--- src/common/div_pkg.sv ---
////////////////////
// shared definitions for the divide unit
// operation encoding, sideband struct and width constants
////////////////////

`default_nettype none

package div_pkg;

	////////////////////
	// widths
	////////////////////

	// data width of the integer datapath
	localparam int XLEN = 32;
	// destination register tag carried with each operation
	localparam int TAG_W = 5;

	// one bit per divider stage, msb is the first stage
	// a set bit puts a register after that stage, this one gives eight
	localparam logic [XLEN-1:0] STAGE_LIST_DEFAULT = 32'h1111_1111;

	////////////////////
	// types
	////////////////////

	// the four divide operations of the M extension
	typedef enum logic [1:0] {
		DIV  = 2'b00,
		DIVU = 2'b01,
		REM  = 2'b10,
		REMU = 2'b11
	} div_op_t;

	// flags that ride beside the data through the unsigned core
	// fixup only applies them and never looks at the operation again
	typedef struct packed {
		logic             neg_quo;
		logic             neg_rem;
		logic             sel_rem;
		logic [TAG_W-1:0] tag;
	} div_side_t;

endpackage

`default_nettype wire

--- src/divider/div_operand_prep.sv ---
////////////////////
// operand preparation for the divide unit
// decodes the operation, forms magnitudes and the sideband
////////////////////

`timescale 1ns/1ps
`default_nettype none

module div_operand_prep (
	input  logic                     i_valid,
	input  div_pkg::div_op_t         i_op,
	input  logic [div_pkg::XLEN-1:0] i_a,
	input  logic [div_pkg::XLEN-1:0] i_b,
	input  logic [div_pkg::TAG_W-1:0] i_tag,
	output logic                     o_valid,
	output logic [div_pkg::XLEN-1:0] o_mag_a,
	output logic [div_pkg::XLEN-1:0] o_mag_b,
	output div_pkg::div_side_t       o_side
);

	import div_pkg::*;

	// decoded operation
	logic is_signed;
	logic want_rem;

	// sign and zero information on the raw operands
	logic a_neg;
	logic b_neg;
	logic b_zero;

	// DIV and REM treat the operands as two's complement
	assign is_signed = (i_op == DIV) || (i_op == REM);
	// REM and REMU return the remainder
	assign want_rem = (i_op == REM) || (i_op == REMU);

	// an operand only counts as negative for the signed forms
	assign a_neg = is_signed && i_a[XLEN-1];
	assign b_neg = is_signed && i_b[XLEN-1];
	assign b_zero = (i_b == '0);

	////////////////////
	// magnitudes
	////////////////////

	// the most negative value negates to itself, which is still its magnitude
	// when read as unsigned, so the overflow case needs nothing extra
	assign o_mag_a = a_neg ? (~i_a + 1'b1) : i_a;
	assign o_mag_b = b_neg ? (~i_b + 1'b1) : i_b;

	////////////////////
	// sideband
	////////////////////

	always_comb begin
		// the quotient is negative when the signs differ
		// on a zero divisor the core already gives all ones, which must stay -1
		o_side.neg_quo = a_neg ^ b_neg;
		if (b_zero) begin
			o_side.neg_quo = 1'b0;
		end
		// remainder takes the sign of the dividend
		o_side.neg_rem = a_neg;
		o_side.sel_rem = want_rem;
		o_side.tag     = i_tag;
	end

	// preparation is purely combinational, the strobe goes straight on
	assign o_valid = i_valid;

endmodule

`default_nettype wire

--- src/divider/div_restoring_pipe.sv ---
////////////////////
// unsigned restoring divider, one quotient bit per stage
// a register follows each stage whose mask bit is set
////////////////////

`timescale 1ns/1ps
`default_nettype none

module div_restoring_pipe #(
	parameter int              XLEN       = 32,
	parameter logic [XLEN-1:0] STAGE_LIST = '1,
	parameter type             side_t     = logic
) (
	input  logic            clk,
	input  logic            rst,
	input  logic            i_valid,
	input  logic [XLEN-1:0] i_dividend,
	input  logic [XLEN-1:0] i_divisor,
	input  side_t           i_side,
	output logic            o_valid,
	output logic [XLEN-1:0] o_quotient,
	output logic [XLEN-1:0] o_remainder,
	output side_t           o_side
);

	// entry k is the state in front of stage k, entry XLEN is the result
	// work holds the partial remainder in its upper bits and the dividend
	// bits still to be consumed in its lower bits
	logic            vld    [XLEN+1];
	logic [XLEN-1:0] work   [XLEN+1];
	logic [XLEN-1:0] dvs    [XLEN+1];
	logic [XLEN-1:0] quo    [XLEN+1];
	side_t           side_s [XLEN+1];

	assign vld[0]    = i_valid;
	assign work[0]   = i_dividend;
	assign dvs[0]    = i_divisor;
	assign quo[0]    = '0;
	assign side_s[0] = i_side;

	////////////////////
	// stages
	////////////////////

	for (genvar i = 0; i < XLEN; i++) begin : g_stage
		// stage i looks at the top i+1 bits of the work word
		localparam int W = i + 1;

		logic [W-1:0]    part;
		logic [W-1:0]    dvs_low;
		logic            too_big;
		logic            q_bit;
		logic [W-1:0]    diff;
		logic [XLEN-1:0] nxt_work;
		logic [XLEN-1:0] nxt_quo;

		assign part    = work[i][XLEN-1 -: W];
		assign dvs_low = dvs[i][W-1:0];

		// any divisor bit above the window means it cannot fit yet
		assign too_big = |(dvs[i] >> W);
		assign q_bit   = !too_big && (part >= dvs_low);

		// restore by keeping the old value when the subtract is refused
		assign diff = q_bit ? (part - dvs_low) : part;

		if (W < XLEN) begin : g_merge
			assign nxt_work = {diff, work[i][XLEN-W-1:0]};
		end else begin : g_last
			// last stage, the whole word is now the remainder
			assign nxt_work = diff;
		end

		// quotient bits are produced msb first
		assign nxt_quo = quo[i] | ({{(XLEN-1){1'b0}}, q_bit} << (XLEN - W));

		// mask msb belongs to the first stage
		if (STAGE_LIST[XLEN-W]) begin : g_reg
			always_ff @(posedge clk or posedge rst) begin
				if (rst) begin
					vld[i+1]    <= 1'b0;
					work[i+1]   <= '0;
					dvs[i+1]    <= '0;
					quo[i+1]    <= '0;
					side_s[i+1] <= '0;
				end else begin
					vld[i+1]    <= vld[i];
					work[i+1]   <= nxt_work;
					dvs[i+1]    <= dvs[i];
					quo[i+1]    <= nxt_quo;
					side_s[i+1] <= side_s[i];
				end
			end
		end else begin : g_comb
			assign vld[i+1]    = vld[i];
			assign work[i+1]   = nxt_work;
			assign dvs[i+1]    = dvs[i];
			assign quo[i+1]    = nxt_quo;
			assign side_s[i+1] = side_s[i];
		end
	end

	////////////////////
	// outputs
	////////////////////

	assign o_valid     = vld[XLEN];
	assign o_quotient  = quo[XLEN];
	assign o_remainder = work[XLEN];
	assign o_side      = side_s[XLEN];

endmodule

`default_nettype wire

--- src/divider/div_result_fixup.sv ---
////////////////////
// result correction for the divide unit
// sign fixup, quotient or remainder select, output register
////////////////////

`timescale 1ns/1ps
`default_nettype none

module div_result_fixup #(
	parameter int XLEN  = 32,
	parameter int TAG_W = 5
) (
	input  logic               clk,
	input  logic               rst,
	input  logic               i_valid,
	input  logic [XLEN-1:0]    i_quotient,
	input  logic [XLEN-1:0]    i_remainder,
	input  div_pkg::div_side_t i_side,
	output logic               o_valid,
	output logic [XLEN-1:0]    o_result,
	output logic [TAG_W-1:0]   o_tag
);

	// signed versions of the unsigned core results
	logic [XLEN-1:0] quo_fix;
	logic [XLEN-1:0] rem_fix;
	// value that goes into the output register
	logic [XLEN-1:0] result_d;

	////////////////////
	// sign correction
	////////////////////

	// the flags were decided at the input, only apply them here
	// two's complement negation covers the overflow case as well,
	// since the magnitude 0x8000_0000 negates back to itself
	assign quo_fix = i_side.neg_quo ? (~i_quotient + 1'b1) : i_quotient;
	assign rem_fix = i_side.neg_rem ? (~i_remainder + 1'b1) : i_remainder;

	// REM and REMU take the remainder, DIV and DIVU the quotient
	assign result_d = i_side.sel_rem ? rem_fix : quo_fix;

	////////////////////
	// output register
	////////////////////

	// one cycle through here, result and tag change together
	always_ff @(posedge clk or posedge rst) begin
		if (rst) begin
			o_valid  <= 1'b0;
			o_result <= '0;
			o_tag    <= '0;
		end else begin
			o_valid  <= i_valid;
			o_result <= result_d;
			// tag is copied from the sideband unchanged
			o_tag    <= i_side.tag;
		end
	end

	// no stall path exists, the consumer must take each result when
	// o_valid is high because the next one may follow on the next cycle

endmodule

`default_nettype wire

--- src/divider/div_unit.sv ---
////////////////////
// top level of the integer divide unit
// preparation, restoring core and result fixup
////////////////////

`timescale 1ns/1ps
`default_nettype none

module div_unit #(
	parameter int              XLEN       = div_pkg::XLEN,
	parameter int              TAG_W      = div_pkg::TAG_W,
	parameter logic [XLEN-1:0] STAGE_LIST = div_pkg::STAGE_LIST_DEFAULT
) (
	input  logic              clk,
	input  logic              rst,
	input  logic              i_valid,
	input  div_pkg::div_op_t  i_op,
	input  logic [XLEN-1:0]   i_a,
	input  logic [XLEN-1:0]   i_b,
	input  logic [TAG_W-1:0]  i_tag,
	output logic              o_valid,
	output logic [XLEN-1:0]   o_result,
	output logic [TAG_W-1:0]  o_tag
);

	import div_pkg::*;

	// latency is the number of set mask bits plus one for the fixup register
	// with the default mask a result shows up nine cycles after issue

	// preparation to core
	logic            prep_valid;
	logic [XLEN-1:0] mag_a;
	logic [XLEN-1:0] mag_b;
	div_side_t       prep_side;

	// core to fixup
	logic            core_valid;
	logic [XLEN-1:0] core_quo;
	logic [XLEN-1:0] core_rem;
	div_side_t       core_side;

	////////////////////
	// magnitudes and flags, no clock
	////////////////////

	div_operand_prep u_prep (
		.i_valid (i_valid),
		.i_op    (i_op),
		.i_a     (i_a),
		.i_b     (i_b),
		.i_tag   (i_tag),
		.o_valid (prep_valid),
		.o_mag_a (mag_a),
		.o_mag_b (mag_b),
		.o_side  (prep_side)
	);

	////////////////////
	// unsigned divide, sideband carried alongside
	////////////////////

	div_restoring_pipe #(
		.XLEN       (XLEN),
		.STAGE_LIST (STAGE_LIST),
		.side_t     (div_side_t)
	) u_core (
		.clk         (clk),
		.rst         (rst),
		.i_valid     (prep_valid),
		.i_dividend  (mag_a),
		.i_divisor   (mag_b),
		.i_side      (prep_side),
		.o_valid     (core_valid),
		.o_quotient  (core_quo),
		.o_remainder (core_rem),
		.o_side      (core_side)
	);

	// signs applied and result registered
	div_result_fixup #(
		.XLEN  (XLEN),
		.TAG_W (TAG_W)
	) u_fixup (
		.clk         (clk),
		.rst         (rst),
		.i_valid     (core_valid),
		.i_quotient  (core_quo),
		.i_remainder (core_rem),
		.i_side      (core_side),
		.o_valid     (o_valid),
		.o_result    (o_result),
		.o_tag       (o_tag)
	);

endmodule

`default_nettype wire

--- config.mk ---
export PLATFORM = sky130hd
export DESIGN_NAME = div_unit
export DESIGN_NICKNAME = d
export VERILOG_FILES = /design/src/common/div_pkg.sv /design/src/divider/div_operand_prep.sv /design/src/divider/div_restoring_pipe.sv /design/src/divider/div_result_fixup.sv /design/src/divider/div_unit.sv
export SDC_FILE = /design/constraint.sdc
export NUM_CORES = 2
export LEC_CHECK = 0
export BUFFER_PORTS_ARGS = -buffer_cell sky130_fd_sc_hd__buf_2
export CORE_MARGIN = 2
export CORE_UTILIZATION = 25
export CTS_CLUSTER_DIAMETER = 150
export DETAILED_ROUTE_END_ITERATION = 8
export GPL_TIMING_DRIVEN = 1
export MAX_ROUTING_LAYER = met4
export SYNTH_ARGS = -nofsm -noshare
export SYNTH_HDL_FRONTEND = slang
export SYNTH_SLANG_ARGS = --single-unit
--- constraint.sdc ---
create_clock -name clk -period 47.7 [get_ports clk]
set_input_delay 4.77 -clock clk [delete_from_list [all_inputs] [get_ports clk]]
set_output_delay 4.77 -clock clk [all_outputs]
set_load 0.05 [all_outputs]
==> summary.txt <==
Status
  – Status: finished, final reports clean

Drt
  – Metal-1 WL: 71.1 mm
  – Vias per inst: 4.90
  – Initial DRC Count: 3217
  – WL met2: 71.3 mm
  – Avg WL per Cell: 17.9 um
  – Top Layer Used: met4
  – First-pass DRT Iterations: 6
  – Routed Antenna Nets: 0
  – Final wirelength: 153 mm
  – WL met3: 7.20 mm
  – Drt drc: 0
  – Vias: 41900

Worst hold path
  – HP Start: u_core.quo[539]
  – Worst Hold End: u_core.quo[411]
  – WHS Path Cells: 0
  – Tightest Hold Check Type: flip-flop to flip-flop

Power and ir drop
  – Sequential share of power: 26.7%
  – Switch share: 40.1%
  – Clock power share: 25.1%
  – Int Pwr: 0.00169 W
  – P_sw: 0.00113 W
  – Power Density: 47.1 mW/mm^2
  – Comb pwr share: 48.2%
  – Worst VDD drop: 0.0371 mV
  – Leakage: 27.3 nW

Place
  – IO buf count: 111
  – Dpl cell area: 0.0567 mm^2
  – Routability cong.: 0.940
  – Hpwl dp: 122 mm

Clocking
  – PostCTS Resize Cnt: 0
  – CTS tree: yes
  – CTS Hold Bufs: 0
  – CTS Sinks: 734
  – Root buffer cell: clkbuf_16
  – Clk Latency, worst-skew pair: 710 ps
  – # Post-CTS Setup Buffers: 0
  – Clock Pin Slew Worst Setup and Hold Paths: 60 ps
  – H-tree Lvls: 3
  – TritonCTS Buffers: 83
  – Max Buffers Root-to-Sink: 3

STA
  – RSZ-0062 raised after global routing: false
  – Final setup vio count: 0
  – FMAX: 0.0695 GHz
  – Skew final: 67.9 ps
  – Final worst-path cycle share: 30.2%
  – Final Hold Fails: 0
  – Worst Max-Slew Pin Slew: 1260 ps
  – Slew HR: 14.1%
  – Setup TNS Final: 0 ps
  – Min Tclk post-route: 14390 ps
  – Final Max Tran Viols: 0

Worst setup path
  – Register-to-Register Path Depth: 48
  – Arrival time worst endpoint: 14980 ps
  – Crit path largest cell delay: 690 ps
  – Req. time, crit path: 48290 ps
  – R2R Setup Slk: 33310 ps
  – R2R Path End: u_core.g_stage[28].part[20]
  – Startpoint Class: flip-flop
  – Slowest-stage cell, CP: a2111oi_0
  – Reg-to-reg startpoint: u_core.dvs[161]
  – Crit-path max FO: 29
  – Setup CP Type: flip-flop to flip-flop
  – Worst setup EP type: flip-flop

GRT
  – Initial antenna violation count: 15
  – Gr ovfl total: 0
  – Vias in the first global route: 41100
  – Gr usage total: 14.3%
  – First-pass GRT wire length: 238 mm
  – Largest net degree at the start of global routing: 193

Yosys
  – Ys flop type: dfrtp_1
  – Seq cells post-synth: 734
  – Post-synthesis simple-gate area fraction: 12.9%
  – Synth Warn #: 0
  – Post-Synth Adder-Cell Area: 13.8%
  – Post-synthesis sequential area ratio: 34.8%
  – Post-synth top cells: dfrtp_1 (734), ha_1 (532), a21oi_1 (431), inv_1 (367), nor2_1 (361)
  – Post-Synthesis Mean Instance Area: 9.53 um^2
  – Synth Cell Area: 0.0527 mm^2
  – Gate Count Post-Synth: 5532
  – Netlist cell types: 99
  – Top post-synthesis cells by area: dfrtp_1 (35%), ha_1 (13%), mux2_2 (6.9%)
  – Count leader, synth: dfrtp_1
  – Compound-Gate Fraction of Synth Area: 18.2%
  – Syn_nets: 6169
  – Post-synth EDFFs: 0
  – Mux share of post-synthesis cell area: 8.13%
  – FFs w/ async S/R, synth: 100%
  – Yosys top cell area share: 34.8%
  – Cell taking the most area after synthesis: dfrtp_1
  – Main combinational cell family by area after synthesis: compound AO/OA/AOI/OAI gates
  – Post-Synth XOR/XNOR Area: 8.77%

Floorplan
  – FP Rows: 168
  – Chip width: 463 um
  – Die Y: 463 um
  – I/O Pins: 112
  – Core ar.: 0.210 mm^2
  – Full die area: 0.215 mm^2
  – Starting Density: 25.2%

Cells and area
  – Area Overhead vs Synth: 13.6%
  – # fillers: 21900
  – Final nets: 6300
  – Fin area: 0.0599 mm^2
  – Layout cell share with drive strength beyond 1: 12.3%

Flow run
  – Max Cap Violations: 0
cell usage in the layout, fill, tap and decap left out, types with 26 or more instances in the layout:
cell type,count
xnor2_1,317
nand3_1,87
and3_1,40
nor3_1,89
ha_1,532
buf_4,27
xor2_1,211
buf_2,111
a21boi_0,36
nor2_1,360
a31oi_1,47
a211oi_1,43
o21ai_0,292
nor4_1,54
mux2i_1,54
inv_1,366
clkbuf_16,83
or2_2,26
fa_1,31
a21o_1,240
o31ai_1,51
nand2b_1,67
dfrtp_1,733
nor2b_1,71
nand2_1,343
mux2_2,325
a21oi_1,429
o21bai_1,57
or3_1,40
o21a_1,81
nand4_1,84
layer usage:
layer,vias up,track usage (%)
met5,-,-
met4,0,3.11
met3,186,1.73
met2,1007,23.0
met1,20400,19.1
li1,20300,-
worst max-delay path, delay by kind of cell, from the launching register on:
family / cells / cell delay [ps]
AOI/OAI and AO/OA: 21 / 5790
and+or+nand+nor: 12 / 2930
buffers and inverters: 9 / 2620
adders and majority gates: 4 / 1470
muxes: 2 / 860
DFF: 1 / 570
per-stage QoR:
stage / util [%] / hold slack (ps) / power, W / cells / setup slack, ps
after floorplan: - / 331 / 0.00179 / 5532 / 22340
after global placement: 27.1 / 331 / 0.00209 / 8382 / 33400
after detailed placement: 27.1 / 335 / 0.00210 / 8383 / 33470
after CTS: 28.6 / 320 / 0.00283 / 8538 / 33420
after global routing: 28.6 / 326 / 0.00302 / 8542 / 32370
final: 28.6 / 326 / 0.00282 / 8545 / 33310
power groups by stage:
stage	sequential (W)	combinational (W)	clock, W
global placement	0.000766	0.00132	0
floorplan	0.000773	0.00102	0
CTS	0.000755	0.00135	0.000726
detailed placement	0.000766	0.00134	0
global route	0.000762	0.00150	0.000754
finish	0.000754	0.00136	0.000707
worst max-delay path by stage:
stage,startpoint,endpoint,slack [ps]
finish,u_core.dvs[161],u_core.g_stage[28].part[20],33310
global route,u_core.dvs[161],u_core.g_stage[28].part[20],32370
CTS,u_core.dvs[161],u_core.g_stage[28].part[20],33420
detailed placement,u_core.dvs[161],u_core.g_stage[28].part[20],33470
global placement,u_core.dvs[161],u_core.g_stage[28].part[20],33400
floorplan,rst,u_core.dvs[160],22340
logic make-up after synthesis:
group,after synthesis
compound gates,1488
xor+xnor,528
fa+ha+maj,563
buf+inv,470
flops,734
mux,386
simple gates,1363
state kept, by name (all words and copies together) (netlist names):
register                 cells
u_core.o_valid               1
u_core.g_stage.nxt_work    104
u_core.o_quotient           32
u_core.o_side                8
u_core.quo                 112
u_fixup.o_tag                5
u_core.g_stage.dvs_low      32
u_core.dvs                 192
u_core.vld                   7
u_core.side_s               56
u_core.g_stage.part        120
u_fixup.o_result            32
u_core.o_remainder          32
u_fixup.o_valid              1
cell type report:
| type | instances | area, um^2 | area share [%] |
|---|---|---|---|
| Multi-Input combinational cell | 4328 | 32600 | 54.5 |
| Clock buffer | 101 | 2260 | 3.78 |
| Sequential cell | 734 | 18400 | 30.7 |
| Inverter | 375 | 1420 | 2.36 |
| Tap cell | 2805 | 3510 | 5.86 |
| Timing Repair Buffer | 141 | 810 | 1.35 |
| Antenna cell | 7 | 17.5 | 0.0293 |
| Clock inverter | 54 | 851 | 1.42 |
Power figures use the tool's default switching activity.
